===== src/design/accel_settings.svh =====
// Accelerator shell settings: port count, index width and fold-hash start value
`ifndef ACCEL_SETTINGS_SVH
`define ACCEL_SETTINGS_SVH

// ==========================================================================
// Port layout
// ==========================================================================

// Sub-accelerators behind the port multiplexer
`define ACCEL_COUNT 4

// Index carried in every host message, log2 of the port count
`define ACCEL_IDX_W 2

// ==========================================================================
// Fold-hash
// ==========================================================================

`define HASH_SEED 32'h6A09E667  // Start value after any reset or reseed

`endif


===== src/design/accelPkg.sv =====
// Accelerator shell types: host receive and transmit messages, register map
`default_nettype none

package accelPkg;

  `include "accel_settings.svh"

  // Message kind on the receive channel
  typedef enum logic
  {
    regWrite = 1'b0,
    regRead  = 1'b1
  } rxKind_e;

  // Register map, same for every accelerator
  typedef enum logic [7:0]
  {
    regOperate = 8'd0,  // Add or feed on write, result on read
    regControl = 8'd1   // Clear or reseed on write
  } regAddr_e;

  // ========================================================================
  // Receive payload, decoded as write or read
  // ========================================================================
  typedef struct packed
  {
    logic [7:0]  addr;
    logic [31:0] data;
  } rxWrView_t;

  typedef struct packed
  {
    logic [7:0]  addr;  // Same bits as the write address
    logic [7:0]  tag;   // Echoed back in the response
    logic [23:0] pad;
  } rxRdView_t;

  typedef union packed
  {
    rxWrView_t wr;
    rxRdView_t rd;
  } rxPayload_u;

  // Host to accelerator, 44 bits
  typedef struct packed
  {
    logic                    valid;
    rxKind_e                 kind;
    logic [`ACCEL_IDX_W-1:0] accelIdx;
    rxPayload_u              payload;
  } rxMsg_t;

  // Read response toward the host, 43 bits
  typedef struct packed
  {
    logic                    valid;
    logic [`ACCEL_IDX_W-1:0] accelIdx;
    logic [7:0]              tag;
    logic [31:0]             data;
  } txMsg_t;

endpackage

`default_nettype wire


===== src/design/foldHashAccel.sv =====
// Fold-hash accelerator: rotate-left-5 and xor over fed words, with reseed
`timescale 1ns/1ps
`default_nettype none

`include "accel_settings.svh"

module foldHashAccel
  import accelPkg::*;
(
  input  logic   pClk,
  input  logic   rstN,
  input  logic   portReset,  // Soft reset from the mux
  input  rxMsg_t portRx,
  output txMsg_t portTx,     // Held until portGrant
  input  logic   portGrant
);

  logic [31:0] hashState;
  logic [31:0] hashNext;

  // ========================================================================
  // Hash state
  // ========================================================================

  // One fold step
  assign hashNext = {hashState[26:0], hashState[31:27]} ^ portRx.payload.wr.data;

  always_ff @(posedge pClk or negedge rstN)
  begin
    if (!rstN)
      hashState <= `HASH_SEED;
    else if (portReset)
      hashState <= `HASH_SEED;
    else if (portRx.valid && portRx.kind == regWrite)
    begin
      case (portRx.payload.wr.addr)
        regOperate: hashState <= hashNext;    // Feed a word
        regControl: hashState <= `HASH_SEED;  // Reseed, data ignored
        default:    ;
      endcase
    end
  end

  // ========================================================================
  // Response slot
  // ========================================================================
  always_ff @(posedge pClk or negedge rstN)
  begin
    if (!rstN)
      portTx <= '0;
    else if (portReset)
      portTx <= '0;
    else if (portRx.valid && portRx.kind == regRead)
    begin
      portTx.valid    <= 1'b1;
      portTx.accelIdx <= portRx.accelIdx;        // Own index, as addressed
      portTx.tag      <= portRx.payload.rd.tag;
      portTx.data     <= (portRx.payload.rd.addr == regOperate) ? hashState : '0;
    end
    else if (portGrant)
      portTx.valid <= 1'b0;
  end

endmodule

`default_nettype wire


===== config.mk =====
export PLATFORM = sky130hd
export DESIGN_NAME = foldHashAccel
export DESIGN_NICKNAME = d
export VERILOG_FILES = /design/src/design/accelPkg.sv /design/src/design/foldHashAccel.sv
export VERILOG_INCLUDE_DIRS = /design/src /design/src/design
export SDC_FILE = /design/constraint.sdc
export NUM_CORES = 1
export LEC_CHECK = 0
export ABC_AREA = 0
export BUFFER_PORTS_ARGS = -buffer_cell sky130_fd_sc_hd__clkbuf_2
export CAP_MARGIN = 20
export CELL_PAD_IN_SITES_DETAIL_PLACEMENT = 1
export CELL_PAD_IN_SITES_GLOBAL_PLACEMENT = 2
export CORE_MARGIN = 1.5
export CORE_UTILIZATION = 31
export CTS_CLUSTER_DIAMETER = 60
export CTS_CLUSTER_SIZE = 12
export DETAILED_ROUTE_END_ITERATION = 8
export PLACE_DENSITY_LB_ADDON = 0.1
export SKIP_CTS_REPAIR_TIMING = 1
export SYNTH_ARGS = -nofsm -noshare
export SYNTH_HDL_FRONTEND = slang
export SYNTH_SLANG_ARGS = --single-unit

===== constraint.sdc =====
create_clock -name pClk -period 1 [get_ports pClk]
set_clock_uncertainty 0.2 [all_clocks]
set_input_delay 0.3 -clock pClk [delete_from_list [all_inputs] [get_ports pClk]]
set_output_delay 0.3 -clock pClk [all_outputs]
set_load 0.01 [all_outputs]

Word level (Yosys, flattened, before mapping)
Cells that the tools add are included.
W data, S select, Z words.
{"block": "classes", "n_eq_ne": 1, "muxes": 8, "n_bitwise": 2, "n_reduce_logical": 8}
{"operator": "$mux W32", "n": 3}
{"operator": "$pmux W32 S2", "n": 1}
{"operator": "$mux W43", "n": 1}
{"operator": "$mux W42", "n": 1}
{"operator": "$xor A32 B32 Y32", "n": 1}
{"operator": "$eq A8 B1 Y1 const B", "n": 1}
{"operator": "$logic_not A8 Y1", "n": 1}
{"operator": "$reduce_bool A3 Y1", "n": 2}
{"operator": "$reduce_bool A2 Y1", "n": 2}
{"operator": "$logic_and A1 B1 Y1", "n": 2}
{"operator": "$mux W1", "n": 2}
{"operator": "$reduce_and A2 Y1", "n": 1}
{"operator": "$not A1 Y1", "n": 1}
{"block": "totals", "ff_bits": 75, "out_inout_bits": 43, "word_cells": 24}

Logic depth before layout (Yosys ltp)
{"block": "logic_depth", "ltp_word": 4, "ltp_mapped": 5, "mapped_depth_nobuf": 3}

Worst setup path after synthesis
No wires, ideal clock.
{"block": "synth_timing", "path_type": "input to register", "start": "input port portRx[37] (netlist bit)", "end": "register hashState[11]", "arrival_ps": 1468, "slack_ps": -801, "stages": 4, "path_cell_list": "or4_4 > o31a_1 > buf_6 > o2bb2ai_1"}
{"block": "synth_between", "elab_chain_cells": 4, "word_cells_on_any_way": 7}
{"item": "start, declared", "line": "foldHashAccel.sv:13", "rtl": "input rxMsg_t portRx,"}
{"item": "$eq A8 B1 Y1 / $logic_not A8 Y1 (equally long branches)", "line": "foldHashAccel.sv:36", "rtl": "case (portRx.payload.wr.addr)"}
{"item": "$pmux W32 S2", "line": "foldHashAccel.sv:36"}
{"item": "$mux W32", "line": "foldHashAccel.sv:34", "rtl": "else if (portRx.valid && portRx.kind == regWrite)"}
{"item": "$mux W32", "line": "foldHashAccel.sv:32", "rtl": "else if (portReset)"}
{"item": "end signal, assigned", "line": "foldHashAccel.sv:33", "rtl": "hashState <= `HASH_SEED;"}
{"item": "end signal, assigned", "line": "foldHashAccel.sv:37", "rtl": "regOperate: hashState <= hashNext;"}
{"item": "end signal, assigned", "line": "foldHashAccel.sv:38", "rtl": "regControl: hashState <= `HASH_SEED;"}
{"item": "end, declared", "line": "foldHashAccel.sv:18", "rtl": "logic [31:0] hashState;"}
Several ways; a longest one is shown, not always the timed one. The select of a mux whose other input is x is not followed.
A chain may end at the register's enable or synchronous reset.

Final worst setup path
{"block": "layout_timing", "start": "input port portRx[37] (netlist bit)", "end": "register hashState[31]"}
The elaborated chain is that of the path after synthesis.

==> results.yml <==
power:
  p_per_area_nw_per_um2: 1320
  ir_drop_uv: 550
  p_seq_share_pct: 50.6
  p_sw_share_pct: 23.8
  switching_power_mw: 1.44
  comb_power_share_pct: 9.4
  p_int_mw: 4.62
  clockPowerShare_pct: 40.0
  cellLeakagePower_nw: 2.24
synthesis:
  yosys.cell_count.top_type: "dfrtp_1"
  ys.flop_type: "dfrtp_1"
  synth_cells: 209
  syn-cell-area_um2: 3050
  synth.avg_cell_area_um2: 14.6
  async_reset_ff_share_pct: 100
  ys_seq_elements: 75
  synth_warnings: 0
  ys_types: 24
  yosysSeqAreaShare_pct: 62.2
  yosys-top-cells-area: "dfrtp_1, dfstp_2, a22o_1"
  synth-edff-count: 0
  netlist.area_leader.share_pct: 48.4
  synthDominantAreaCellType: "dfrtp_1"
  synth_nets: 257
  ys_top_cells_by_count: "dfrtp_1, a22o_1"
finish:
  diodes: 0
  post-route-util_pct: 47.7
  area_delta_synth_final_pct: 50.6
  final_nets: 417
  fillCellCount: 1085
  final_cell_area_um2: 4590
  drive_gt1_share_pct: 58.3
setup_path:
  start_kind: "input pin"
  worstSetupPathType: "input pin to flip-flop"
  ff2ff_setup_slack_ps: -200
  r2r-start: "hashState[27]"
  crit_fanout: 16
  rr_endpoint: "hashState[0]"
  crit_required_ps: 1020
  end_kind: "flip-flop"
  reg2reg_depth: 2
  crit_path_start: "portRx[37]"
  worstPathArrival_ps: 1530
  crit_end: "hashState[31]"
timing:
  hold_viol: 2
  setup_viol: 118
  finalWorstSetupSlack_ps: -514
  worst_pin_slew_ps: 268
  max_freq_mhz: 661
  period_needed_ps: 1510
  holdWs_ps: -27.5
  max_slew_margin_pct: 82.0
  rsz0062_at_grt: "true"
  final_max_slew_viol_count: 0
  fin_crit_sh_pct: 151
cts:
  cts.sink_count: 75
  clkLatencyLatePin_ps: 340
  clk_path_buf_depth: 2
  h-tree-depth: 3
  numCtsBuffers: 9
  cts_tree: "yes"
  ctsRootBufferMaster: "clkbuf_8"
  clkTransAtPathRegs_ps: 80
floorplanning:
  boundaryPins: 91
  die_h_um: 102
  start_util_pct: 31.6
  rows: 36
  design.core.area_um2: 9640
  dieArea_um2: 10400
  die_w_um: 102
global_route:
  grt_pass1_vias: 2447
  grt_pass1_wl_um: 13200
  overflow: 0
  grt_max_degree: 46
  grt_use_total_pct: 17.0
  antenna_found_initial: 0
drt:
  drc_errors: 0
  routed_wl_um: 9070
  viasPerCell: 4.81
  num_vias: 2437
  dr.pass1.iters: 4
  drt_iter0_drc: 44
  postRouteAntennaNets: 0
  post_drt_wl_per_cell_um: 17.9
run:
  drv_cap: 0
placement:
  pre_cts_ws_ps: -860
  port_buffers: 90
  place_area_um2: 4000
  hpwl_um: 5760
  place_congestion: 0.732
run_status:
  violations: "hold timing, setup timing"
  status: "complete, but fails checks"
worst_hold_path:
  hold_class: "input pin to flip-flop"
layer usage:
metal | GRT usage (%) | vias up | share of wire (%)
met3 | 3.35 | 11 | 3.5
met5 | 0 | - | 0
li1 | - | 1113 | -
met4 | 6.11 | 0 | 1.3
met2 | 27.1 | 58 | 50
met1 | 23.1 | 1255 | 45
power by group through the flow:
stage | registers, mW | clock network [mW] | logic (mW)
3_5_place_dp | 3.13 | 0 | 0.517
5_1_grt | 3.07 | 2.59 | 0.620
6_report | 3.07 | 2.42 | 0.570
4_1_cts | 3.07 | 2.49 | 0.519
2_1_floorplan | 3.14 | 0 | 0.156
3_3_place_gp | 3.13 | 0 | 0.511
placed cells by master, fill, tap and decap left out, drive strengths merged:
master | synthesis | layout
a21o | 1 | 1
xnor2 | 16 | 16
nor4 | 2 | 2
buf | 7 | 76
and3b | 1 | 1
dfrtp | 59 | 59
clkbuf | 7 | 98
or4 | 1 | 1
dlygate4sd3 | 0 | 1
xor2 | 16 | 16
o22a | 16 | 16
a22o | 42 | 42
clkinvlp | 0 | 2
clkinv | 0 | 1
o2bb2ai | 16 | 16
inv | 1 | 1
bufinv | 0 | 1
and3 | 1 | 1
dfstp | 16 | 16
nand4b | 1 | 1
nor2 | 1 | 1
or2b | 1 | 1
a21oi | 1 | 1
or3 | 1 | 1
o31ai | 1 | 1
o31a | 1 | 1
flip-flops by register name (all words and copies together), names as in the netlist:
| name | cells |
|---|---|
| hashState | 32 |
| portTx | 43 |
cell type report:
type / count / area (um^2) / share of cell area, %
multi-input cells: 119 / 1110 / 24.2
clock buffers: 12 / 155 / 3.38
well taps: 133 / 166 / 3.62
inverters: 1 / 3.75 / 0.0817
flip-flops and latches: 75 / 1900 / 41.3
repair buffers: 163 / 1210 / 26.4
clock inverters: 4 / 50.0 / 1.09
cells by family after synthesis:
logic type	count (synthesis)	share of synthesized area, %
compound gates	78	23.5
xor+xnor	32	9.19
buf+inv	15	2.95
simple gates	9	2.17
flops	75	62.2
worst max-delay path, cell delays in order:
cell,delay (ps)
buf_6,90
or4_4,550
o31a_1,290
buf_12,160
o2bb2ai_1,130
metrics by stage:
step                cells  setup TNS, ps  power (mW)
global route          507         -45900        6.28
floorplan             209         -36440        3.29
detailed placement    457         -55210        3.64
finish                507         -43040        6.06
global placement      457         -54040        3.64
CTS                   473         -44140        6.08
worst min path at each step:
| stage | from | to | slack, ps | cells past startpoint |
|---|---|---|---|---|
| global placement | rstN | portTx[29] | 90 | 2 |
| floorplan | rstN | hashState[11] | -200 | 0 |
| detailed placement | rstN | portTx[29] | 80 | 2 |
| finish | portRx[40] | portTx[40] | -30 | 2 |
| CTS | rstN | portTx[9] | -290 | 2 |
| global route | portRx[41] | portTx[41] | -40 | 2 |
No activity file was read; power rests on OpenSTA's default activity.
