<file path="config.mk">
export PLATFORM = sky130hd
export DESIGN_NAME = sumAccel
export DESIGN_NICKNAME = d
export VERILOG_FILES = /design/src/design/accelPkg.sv /design/src/design/sumAccel.sv
export VERILOG_INCLUDE_DIRS = /design/src /design/src/design
export SDC_FILE = /design/constraint.sdc
export NUM_CORES = 1
export LEC_CHECK = 0
export BUFFER_PORTS_ARGS = -buffer_cell sky130_fd_sc_hd__clkbuf_2
export CORE_ASPECT_RATIO = 0.9
export CORE_MARGIN = 8
export CORE_UTILIZATION = 30
export CTS_BUF_LIST = sky130_fd_sc_hd__clkbuf_8 sky130_fd_sc_hd__clkbuf_16
export DETAILED_ROUTE_END_ITERATION = 8
export HOLD_SLACK_MARGIN = 0.1
export PLACE_DENSITY = 0.48
export SLEW_MARGIN = 40
export SYNTH_ARGS = -nofsm -noshare
export SYNTH_HDL_FRONTEND = slang
export SYNTH_SLANG_ARGS = --single-unit
</file>
<file path="constraint.sdc">
create_clock -name pClk -period 5.8 [get_ports pClk]
set_input_delay 0.87 -clock pClk [delete_from_list [all_inputs] [get_ports pClk]]
set_output_delay 0.87 -clock pClk [all_outputs]
set_load 0.03 [all_outputs]
</file>
<file path="src/design/accel_settings.svh">
// Accelerator shell settings: port count, index width and fold-hash start value
`ifndef ACCEL_SETTINGS_SVH
`define ACCEL_SETTINGS_SVH

// ==========================================================================
// Port layout
// ==========================================================================

// Sub-accelerators behind the port multiplexer
`define ACCEL_COUNT 4

// Index carried in every host message, log2 of the port count
`define ACCEL_IDX_W 2

// ==========================================================================
// Fold-hash
// ==========================================================================

`define HASH_SEED 32'h6A09E667  // Start value after any reset or reseed

`endif

</file>
<file path="src/design/accelPkg.sv">
// Accelerator shell types: host receive and transmit messages, register map
`default_nettype none

package accelPkg;

  `include "accel_settings.svh"

  // Message kind on the receive channel
  typedef enum logic
  {
    regWrite = 1'b0,
    regRead  = 1'b1
  } rxKind_e;

  // Register map, same for every accelerator
  typedef enum logic [7:0]
  {
    regOperate = 8'd0,  // Add or feed on write, result on read
    regControl = 8'd1   // Clear or reseed on write
  } regAddr_e;

  // ========================================================================
  // Receive payload, decoded as write or read
  // ========================================================================
  typedef struct packed
  {
    logic [7:0]  addr;
    logic [31:0] data;
  } rxWrView_t;

  typedef struct packed
  {
    logic [7:0]  addr;  // Same bits as the write address
    logic [7:0]  tag;   // Echoed back in the response
    logic [23:0] pad;
  } rxRdView_t;

  typedef union packed
  {
    rxWrView_t wr;
    rxRdView_t rd;
  } rxPayload_u;

  // Host to accelerator, 44 bits
  typedef struct packed
  {
    logic                    valid;
    rxKind_e                 kind;
    logic [`ACCEL_IDX_W-1:0] accelIdx;
    rxPayload_u              payload;
  } rxMsg_t;

  // Read response toward the host, 43 bits
  typedef struct packed
  {
    logic                    valid;
    logic [`ACCEL_IDX_W-1:0] accelIdx;
    logic [7:0]              tag;
    logic [31:0]             data;
  } txMsg_t;

endpackage

`default_nettype wire

</file>
<file path="src/design/sumAccel.sv">
// Running-sum accelerator: add, clear and read of a 32-bit accumulator
`timescale 1ns/1ps
`default_nettype none

module sumAccel
  import accelPkg::*;
(
  input  logic   pClk,
  input  logic   rstN,
  input  logic   portReset,  // Soft reset from the mux
  input  rxMsg_t portRx,
  output txMsg_t portTx,     // Held until portGrant
  input  logic   portGrant
);

  logic [31:0] accum;

  // ========================================================================
  // Accumulator
  // ========================================================================
  always_ff @(posedge pClk or negedge rstN)
  begin
    if (!rstN)
      accum <= '0;
    else if (portReset)
      accum <= '0;
    else if (portRx.valid && portRx.kind == regWrite)
    begin
      case (portRx.payload.wr.addr)
        regOperate: accum <= accum + portRx.payload.wr.data;  // Wraps mod 2^32
        regControl: accum <= '0;
        default:    ;                                         // Unmapped, ignored
      endcase
    end
  end

  // Response slot
  always_ff @(posedge pClk or negedge rstN)
  begin
    if (!rstN)
      portTx <= '0;
    else if (portReset)
      portTx <= '0;
    else if (portRx.valid && portRx.kind == regRead)
    begin
      portTx.valid    <= 1'b1;
      portTx.accelIdx <= portRx.accelIdx;
      portTx.tag      <= portRx.payload.rd.tag;
      // Only the result register reads back
      portTx.data     <= (portRx.payload.rd.addr == regOperate) ? accum : '0;
    end
    else if (portGrant)
      portTx.valid <= 1'b0;  // Taken by the mux this cycle
  end

endmodule

`default_nettype wire

</file>
### After elaboration in Yosys (flattened, before gate mapping)

Cells that the tools add are included.

| word-level totals | value |
|---|---|
| logic and storage cells | 24 |
| output and inout port bits | 43 |
| input port bits | 48 |
| bits in registers | 75 |
| bits in latches | 0 |
| bits in writable memories | 0 |
| memories | 0 |
| bits in read-only memories | 0 |

| cells by class | value |
|---|---|
| equality and inequality tests | 1 |
| shift-type cells | 0 |
| multiply operators | 0 |
| $lt $le $gt $ge | 0 |
| reduce and logical (&&, ||, !) cells | 8 |
| multiplexer cells | 8 |
| div/mod/pow operators | 0 |
| $add $sub $neg | 1 |
| bitwise logic cells | 1 |

Operators by type and width:

| kind | number |
|---|---|
| $mux 32 | 3 |
| $pmux 32 s2 | 1 |
| $mux 43 | 1 |
| $mux 42 | 1 |
| $add 32x32->32 | 1 |
| $eq 8x1->1 const B | 1 |
| $logic_not 8->1 | 1 |
| $reduce_bool 3->1 | 2 |
| $reduce_bool 2->1 | 2 |
| $logic_and 1x1->1 | 2 |
| $mux 1 | 2 |
| $reduce_and 2->1 | 1 |
| $not 1->1 | 1 |

### Longest topological paths before layout

Gate-level depths: netlist of run 1.

| logic depth | value |
|---|---|
| word-level depth | 4 |
| mapped depth | 12 |
| depth with buffers taken out | 12 |

### Worst setup path after synthesis of run 1

No wires, ideal clock.

| timing | value |
|---|---|
| path type | input to register |
| from | input portRx[0] (netlist name) |
| to | register accum[28] |
| stages on the path | 12 |
| library setup time | 0.087 ns |
| data arrival time | 2.970 ns |
| buffers on the path | 0 |
| setup slack | 2.744 ns |
| required time | 5.713 ns |
| cells stage by stage | ha_1 inv_1 fa_1 nor2b_1 o211ai_1 a211o_1 nand3b_1 a21oi_1 a2bb2oi_1 o311ai_1 nand4b_1 o211ai_1 |

| on the way | value |
|---|---|
| cells in the longest elaborated chain, start to end | 4 |

RTL lines:

| element | line | text |
|---|---|---|
| start, declared | sumAccel.sv:11 | `input rxMsg_t portRx,` |
| $add 32x32->32 | sumAccel.sv:30 | `regOperate: accum <= accum + portRx.payload.wr.data;` |
| $pmux 32 s2 | sumAccel.sv:29 | `case (portRx.payload.wr.addr)` |
| $mux 32 | sumAccel.sv:27 | `else if (portRx.valid && portRx.kind == regWrite)` |
| $mux 32 | sumAccel.sv:25 | `else if (portReset)` |
| end signal, assigned | sumAccel.sv:30 |  |
| end, declared | sumAccel.sv:16 | `logic [31:0] accum;` |

Every way passes these cells. The select of a mux whose other input is x is not followed.
A chain may end at the register's enable or synchronous reset.

### Worst setup path after layout of run 1

| timing | value |
|---|---|
| from | input portRx[4] (netlist name) |
| to | register accum[31] |

The elaborated chain is that of the path after synthesis.

==> run metrics, run 1 <==
CTS tree done; Seq/Total Area, Yosys 43.89%; Post-Route WL 11770 microns; mapped cell area 4277 sq um; Via density 5.010; hold-fix buffers at CTS 0; reg2reg end accum[31]; data arrival time of the worst path 3.35 ns; layout cell share with drive strength beyond 1 22.24%; reg2reg setup slack 2.90 ns; Resize count post-CTS 0; Final Skew 0.009585 ns; cell total after placement 703; measured slew at the worst slew-check pin 0.7628 ns; syn avg cell area 9.786 sq um; DRC 0; Yosys reg bits 75; global-route wire length before repair 19580 microns; largest net degree at the start of global routing 76; crit path to accum[31]; pwr dens 238.4 nW/um^2; Worst Setup SP portRx[4]; period utilization 53.66%; WL/cell 16.36 microns; via count 3602; most frequent cells in the layout clkbuf_2, dfrtp_1, nand2_1; post-synth cell types 53; gr ovfl total 0; Clock Sinks 75; number of setup buffers added after CTS 0; EDFF count, synth 0; H-tree depth 3; CP max-delay cell o41ai_2; RSZ-0062 raised after global routing false; Die Span X 141.9 microns; crit start category input pin; Main synth FF type dfrtp_1; vias in the first global route 3827; Hold Crit Class reg -> reg; Die Y-Extent 129.3 microns; initial antenna violation count 0; maxcap violations 0; Initial DRC Count 181; Clock Pin Slew Worst Setup and Hold Paths 0.06 ns; area delta synth->final 23.35%; Ports 91; crit path cell chain clkbuf_2, ha_1, o211ai_1, o21ai_1, or3b_1, a31oi_1, nor3b_1, o41ai_2, xor2_1, o22ai_1, a22o_1; cell count after synthesis 437; fin. max-slew vios 0; FILL cells 1450; final hold violations 0; core area 13950 sq um; # diodes 0; Mapped Nets 517; outcome completed; antenna-violating nets left 0; ys async rst share 100.0%; Starting Density 30.65%; Root Buffer clkbuf_16; Post-DP HPWL 8658 microns; Nets 601; Tot GR Track Use 13.50%; DR pass1 iterations 4; peak supply drop 200.4 uV; CTS Buf Count 9; CP endpoint kind flip-flop; CTS Buffer Depth 2; Worst EP required 6.04 ns; yosys warns 0; setup TNS 0 ns; crit path kind in -> reg; minimum clock period 3.113 ns; gpl congestion 0.8194; R2R depth 10; Final setup violation count 0; CP max stage delay 0.44 ns; fmax 321.3 MHz; hold_ws 0.5023 ns; worst-path fanout max 5; Slew headroom 49.09%; Std-Cell Rows 41; post-route insts no fill 719; leakage 2.582 nW; Clk Latency, worst-skew pair 0.35 ns; die area 18340 sq um; buffers added on ports 90; commonest non-fill, non-tap cell in the layout clkbuf_2; Power Total 1.258 mW; R2R Path Start accum[4]
[how the worst min path moves through the flow]
stage / depth (start not counted) / startpoint / to
after floorplan: 2 / accum[9] / accum[9]
final: 1 / portTx[32] / portTx[32]
after global placement: 1 / portTx[34] / portTx[34]
after global routing: 1 / portTx[18] / portTx[18]
after CTS: 1 / portTx[32] / portTx[32]
after detailed placement: 1 / portTx[32] / portTx[32]
[metal layers]
metal	share of wire (%)	GRT usage [%]
met3	4.7	3.750
met2	47	21.96
met5	0	0
met1	47	17.07
met4	1.3	4.353
[kinds of logic (layout without fill, tap and decap cells)]
family | Yosys count | count (layout) | share of synthesized area (%)
AOI/OAI and AO/OA | 164 | 164 | 26.36
and+or+nand+nor | 111 | 111 | 12.17
DFF | 75 | 75 | 43.89
adders and majority gates | 32 | 32 | 9.538
buffers and inverters | 28 | 117 | 2.487
xor gates and xnor gates | 26 | 26 | 5.325
muxes | 1 | 1 | 0.2341
[synth_stat cells, types with 2 or more instances]
library cell,n,area (sq um)
a211o_1,2,17.52
a211oi_1,2,15.01
a21o_1,9,67.56
a21oi_1,34,170.2
a22o_1,46,402.9
a2bb2oi_1,2,17.52
a31oi_1,3,18.77
and3_1,3,18.77
clkbuf_1,20,75.07
dfrtp_1,75,1877
ha_1,31,387.9
inv_1,7,26.28
nand2_1,55,206.5
nand2b_1,5,31.28
nand3_1,9,45.04
nand3b_1,2,15.01
nand4_1,2,12.51
nor2_1,13,48.80
nor2b_1,4,25.02
nor3_1,4,20.02
nor4_1,4,25.02
o211ai_1,6,45.04
o21a_1,3,22.52
o21ai_0,26,130.1
o21ai_1,16,80.08
or2_1,2,12.51
or4_1,2,15.01
xnor2_1,12,105.1
xor2_1,14,122.6
[critical path: cells and delay by family]
family / cells / cell delay [ns]
adders and majority gates: 1 / 0.36
xor gates and xnor gates: 1 / 0.22
and+or+nand+nor: 2 / 0.53
AOI/OAI and AO/OA: 6 / 1.27
buffers and inverters: 1 / 0.09
[where the power goes]
part / switching (mW) / total, mW / internal [mW]
logic: 0.0683 / 0.105 / 0.0364
registers: 0.00200 / 0.529 / 0.527
clock network: 0.226 / 0.624 / 0.398
total: 0.296 / 1.26 / 0.961
[flip-flops by register name (all words and copies together) (netlist names)]
register	count
portTx	43
accum	32
[layout make-up]
| cell class | instances | area [sq um] | share of cell area [%] |
|---|---|---|---|
| Tap cell | 193 | 241.5 | 4.578 |
| Timing Repair Buffer | 94 | 486.7 | 9.227 |
| Sequential cell | 75 | 1877 | 35.58 |
| Inverter | 7 | 26.28 | 0.4981 |
| Clock buffer | 11 | 252.7 | 4.791 |
| Clock inverter | 5 | 76.32 | 1.447 |
| Multi-Input combinational cell | 334 | 2315 | 43.88 |
[through the flow]
stage,utilization [%],setup slack (ns),area (sq um)
2_1_floorplan,-,2.744,4277
3_3_place_gp,35.41,2.321,4941
3_5_place_dp,35.45,2.308,4946
4_1_cts,37.80,2.687,5275
5_1_grt,37.80,2.492,5275
6_report,37.80,2.687,5275
Note: power is estimated with default switching activity, not from simulation.
==> run 2: changes to the inputs <==
==> constraint.sdc (replaced) <==
create_clock -name pClk -period 3.1 [get_ports pClk]
set_input_delay 0.465 -clock pClk [delete_from_list [all_inputs] [get_ports pClk]]
set_output_delay 0.465 -clock pClk [all_outputs]
set_load 0.03 [all_outputs]
==> run metrics, run 2 (synthesis gave the netlist of run 1 again) <==
period utilization 91.47%; die area 18340 sq um; area delta synth->final 23.58%; Final setup violation count 0; Nets 604; Post-DP HPWL 8560 microns; Post-Route WL 11760 microns; Std-Cell Rows 41; global-route wire length before repair 19620 microns; Starting Density 30.65%; minimum clock period 2.836 ns; Die Span X 141.9 microns; most frequent cells in the layout clkbuf_2, dfrtp_1, nand2_1; initial antenna violation count 0; pwr dens 430.4 nW/um^2; Resize count post-CTS 0; Via density 5.063; gr ovfl total 0; CP max stage delay 0.41 ns; CP max-delay cell o41ai_2; final hold violations 0; crit path kind reg -> reg; post-route insts no fill 720; layout cell share with drive strength beyond 1 22.58%; Clock Pin Slew Worst Setup and Hold Paths 0.06 ns; Setup WS pre-CTS 0.06831 ns; hold_ws 0.1541 ns; worst-path fanout max 5; fmax 352.7 MHz; Stages on worst setup path 10; H-tree depth 3; crit start category flip-flop; outcome completed; leakage 2.589 nW; Ports 91; Clock Sinks 75; most flop-heavy register portTx; Power Total 2.275 mW; Hold Crit Class in -> async; CTS Buffer Depth 2; hold-fix buffers at CTS 0; # diodes 0; RSZ-0062 raised after global routing false; reg2reg setup slack 0.26 ns; DR pass1 iterations 4; R2R Path Start accum[4]; delay-heaviest family, CP compound AO/OA/AOI/OAI gates; reg2reg end accum[31]; gpl congestion 0.8098; commonest non-fill, non-tap cell in the layout clkbuf_2; setup TNS 0 ns; WL/cell 16.33 microns; crit path cell chain ha_1, o211ai_1, o21ai_2, or3b_1, a31oi_1, nor3b_1, o41ai_2, xor2_1, o22ai_1, a22o_1; flip-flop count of the largest register after layout 43; number of setup buffers added after CTS 0; Clk Latency, worst-skew pair 0.33 ns; largest net degree at the start of global routing 76; buffers added on ports 90; DRC 0; cell total after placement 706; Slew headroom 51.56%; Tot GR Track Use 13.25%; CP Buf/Inv Count 0; core area 13950 sq um; peak supply drop 271.7 uV; Layout Utilization 37.88%; Final Skew 0.006431 ns; fin. max-slew vios 0; measured slew at the worst slew-check pin 0.7259 ns; vias in the first global route 3839; CTS tree done; biggest registers after layout portTx (43), accum (32); CP endpoint kind flip-flop; Die Y-Extent 129.3 microns; Root Buffer clkbuf_16; via count 3645; data arrival time of the worst path 3.05 ns; antenna-violating nets left 0; Worst EP required 3.32 ns; Initial DRC Count 166; maxcap violations 0; placed inst area 4980 sq um; Worst Setup Slack, final 0.2644 ns; R2R depth 10; CTS Buf Count 9; post-route design area 5285 sq um
==> run 2: report_power, final <==
part | leakage [nW] | switching (mW) | internal (mW)
registers | 1.04 | 0.00385 | 0.986
clock network | 0.151 | 0.406 | 0.680
logic | 1.39 | 0.128 | 0.0709
==> run 2: per-layer routing <==
metal / track usage, % / share of wire (%) / up-vias
met1: 17.21 / 48 / 1756
met4: 4.101 / 1.7 / 0
met2: 21.60 / 46 / 67
met3: 2.941 / 3.9 / 16
met5: 0 / 0 / -
li1: - / - / 1806
==> run 2: worst max path at each step <==
| stage | start | end | slack, ns |
|---|---|---|---|
| finish | accum[4] | accum[31] | 0.26 |
| global route | accum[5] | accum[31] | 0.01 |
| CTS | accum[4] | accum[31] | 0.22 |
| detailed placement | portRx[4] | accum[31] | 0.07 |
| global placement | portRx[4] | accum[31] | 0.14 |
| floorplan | portRx[0] | accum[28] | 0.45 |
==> run 2: final cells by class <==
class | count | area (sq um)
fillers | 1461 | 8668
multi-input cells | 334 | 2317
flip-flops and latches | 75 | 1877
repair buffers | 97 | 521.8
clock buffers | 12 | 266.5
well taps | 193 | 241.5
clock inverters | 2 | 35.03
inverters | 7 | 26.28
==> run 3: changes to the inputs <==
--- a/config.mk
+++ b/config.mk
@@ -6,6 +6,7 @@
 export SDC_FILE = /design/constraint.sdc
 export NUM_CORES = 1
 export LEC_CHECK = 0
+export ABC_AREA = 1
 export BUFFER_PORTS_ARGS = -buffer_cell sky130_fd_sc_hd__clkbuf_2
 export CORE_ASPECT_RATIO = 0.9
 export CORE_MARGIN = 8
@@ -13,7 +14,7 @@
 export CTS_BUF_LIST = sky130_fd_sc_hd__clkbuf_8 sky130_fd_sc_hd__clkbuf_16
 export DETAILED_ROUTE_END_ITERATION = 8
 export HOLD_SLACK_MARGIN = 0.1
-export PLACE_DENSITY = 0.48
+export PLACE_DENSITY = 0.47
 export SLEW_MARGIN = 40
 export SYNTH_ARGS = -nofsm -noshare
 export SYNTH_HDL_FRONTEND = slang
==> run metrics, run 3 <==
busiest grt layer met1; Mapped Nets 908; Hold Crit Class in -> async; CTS Buf Count 9; M2 GR Usage 22.67%; RSZ-0062 raised after global routing false; Post-Route WL 17860 microns; measured slew at the worst slew-check pin 0.6649 ns; top post-synthesis cells by count nand2_1, inv_1, nand3_1, dfrtp_1, nor2_1; gpl congestion 0.8488; pwr dens 370.2 nW/um^2; antenna-violating nets left 0; setup TNS 0 ns; CP endpoint kind flip-flop; initial antenna violation count 0; Clock Pin Slew Worst Setup and Hold Paths 0.07 ns; minimum clock period 2.146 ns; Final Skew 0.01434 ns; Std-Cell Rows 47; Clk Latency, worst-skew pair 0.35 ns; Initial DRC Count 298; Ports 91; Via density 4.569; Die Y-Extent 144.2 microns; die area 22840 sq um; FILL cells 2054; Root Buffer clkbuf_16; Internal 1.763 mW; Tot GR Track Use 16.17%; met3 Usage GRT 1.703%; Main synth FF type dfrtp_1; peak supply drop 195.1 uV; maxcap violations 0; DRC 0; GRT met1 Usage 25.09%; # diodes 0; leakage 3.710 nW; number of setup buffers added after CTS 0; most frequent cells in the layout nand2_1, inv_1, clkbuf_2; Layout Utilization 35.75%; Worst Setup Slack, final 0.9542 ns; post-route insts no fill 1161; fmax 466.0 MHz; top cells by area, synth dfrtp_1, nand2_1, inv_1; vias in the first global route 5168; syn avg cell area 6.616 sq um; clock share of power 48.6%; post-synth cell types 32; post-route design area 6496 sq um; register area 1877 sq um; WL/cell 15.38 microns; Die Span X 158.4 microns; yosys warns 0; Seq pwr share 41.2%; Setup WS pre-CTS 0.7764 ns; reg2reg setup slack 0.95 ns; H-tree depth 3; CTS tree done; fin. max-slew vios 0; Starting Density 30.15%; gr ovfl total 0; crit path kind reg -> reg; Seq/Total Area, Yosys 34.26%; DR pass1 iterations 5; biggest registers after layout portTx (43), accum (32); Nets 991; area delta synth->final 18.59%; Final setup violation count 0; hold_ws 0.1460 ns; Power Total 2.405 mW; flip-flop count of the largest register after layout 43; core area 18170 sq um; Post-DP HPWL 13960 microns; ys async rst share 100.0%; commonest non-fill, non-tap cell in the layout nand2_1; global-route wire length before repair 28360 microns; outcome completed; hold-fix buffers at CTS 0; CTS Buffer Depth 2; cell total after placement 1145; top-count cell post-synth nand2_1; Logic pwr share 10.2%; most flop-heavy register portTx; multi-input logic area 2943 sq um; Resize count post-CTS 0; data arrival time of the worst path 2.38 ns; Slew headroom 55.67%; final hold violations 0; mapped cell area 5478 sq um; largest net degree at the start of global routing 57; period utilization 69.22%; share of the synthesized area in the top cell type 34.26%; switching fraction of total power 26.69%; Worst EP required 3.33 ns; crit start category flip-flop; buffers added on ports 90; worst-path fanout max 4; Yosys top cell by area dfrtp_1; via count 5305; placed inst area 6180 sq um; Yosys reg bits 75; NetSw 641.7 uW; EDFF count, synth 0; Clock Sinks 75; layout cell share with drive strength beyond 1 14.85%; cell count after synthesis 828
run 3: final cells by class:
class	count	share of cell area [%]
multi-input combinational	586	45.30
sequential	75	28.89
inverter	142	8.243
timing repair buffer	97	7.974
tap	245	4.719
clock buffer	9	3.467
clock inverter	7	1.406
run 3: metal layers:
metal  routed length, microns  part of all wire [%]  up-vias
met5                        0                     0        -
met4                      253                   1.4        0
met2                     7275                    41      109
li1                         -                     -     2816
met3                      804                   4.5       14
met1                     9523                    53     2366
run 3: cells by family after synthesis:
logic type	share of synthesized area (%)
buf+inv	12.01
fa+ha+maj	7.446
flops	34.26
compound gates	10.07
xor+xnor	0.6397
simple gates	35.56
run 3: worst max-delay path, cell delays in order (launching register included):
cell	delay, ns
dfrtp_1	0.35
ha_1	0.25
inv_1	0.08
fa_1	0.39
inv_1	0.11
nand3_1	0.08
nand3_1	0.16
nand3_1	0.10
nand3_1	0.17
nand2_1	0.10
nand2_1	0.07
nand2_1	0.04
nand3_1	0.07
nand2_1	0.05
run 3: worst paths after layout:
path | start | to | depth (start not counted)
worst max-delay path | accum[0] | accum[20] | 13
worst min-delay path | rstN | accum[17] | 1
worst max register to register | accum[0] | accum[20] | 13
worst min register to register | portTx[42] | portTx[42] | 2
max in group asynchronous | rstN | portTx[12] | 2
min in group pClk | portGrant | portTx[42] | 4
run 3: power by group through the flow:
stage	clock network [mW]	logic [mW]	registers [mW]
after floorplan	0	0.128	1.02
after global placement	0	0.251	1.01
after detailed placement	0	0.249	1.01
after CTS	1.18	0.250	0.990
after global routing	1.22	0.279	0.991
final	1.17	0.246	0.990
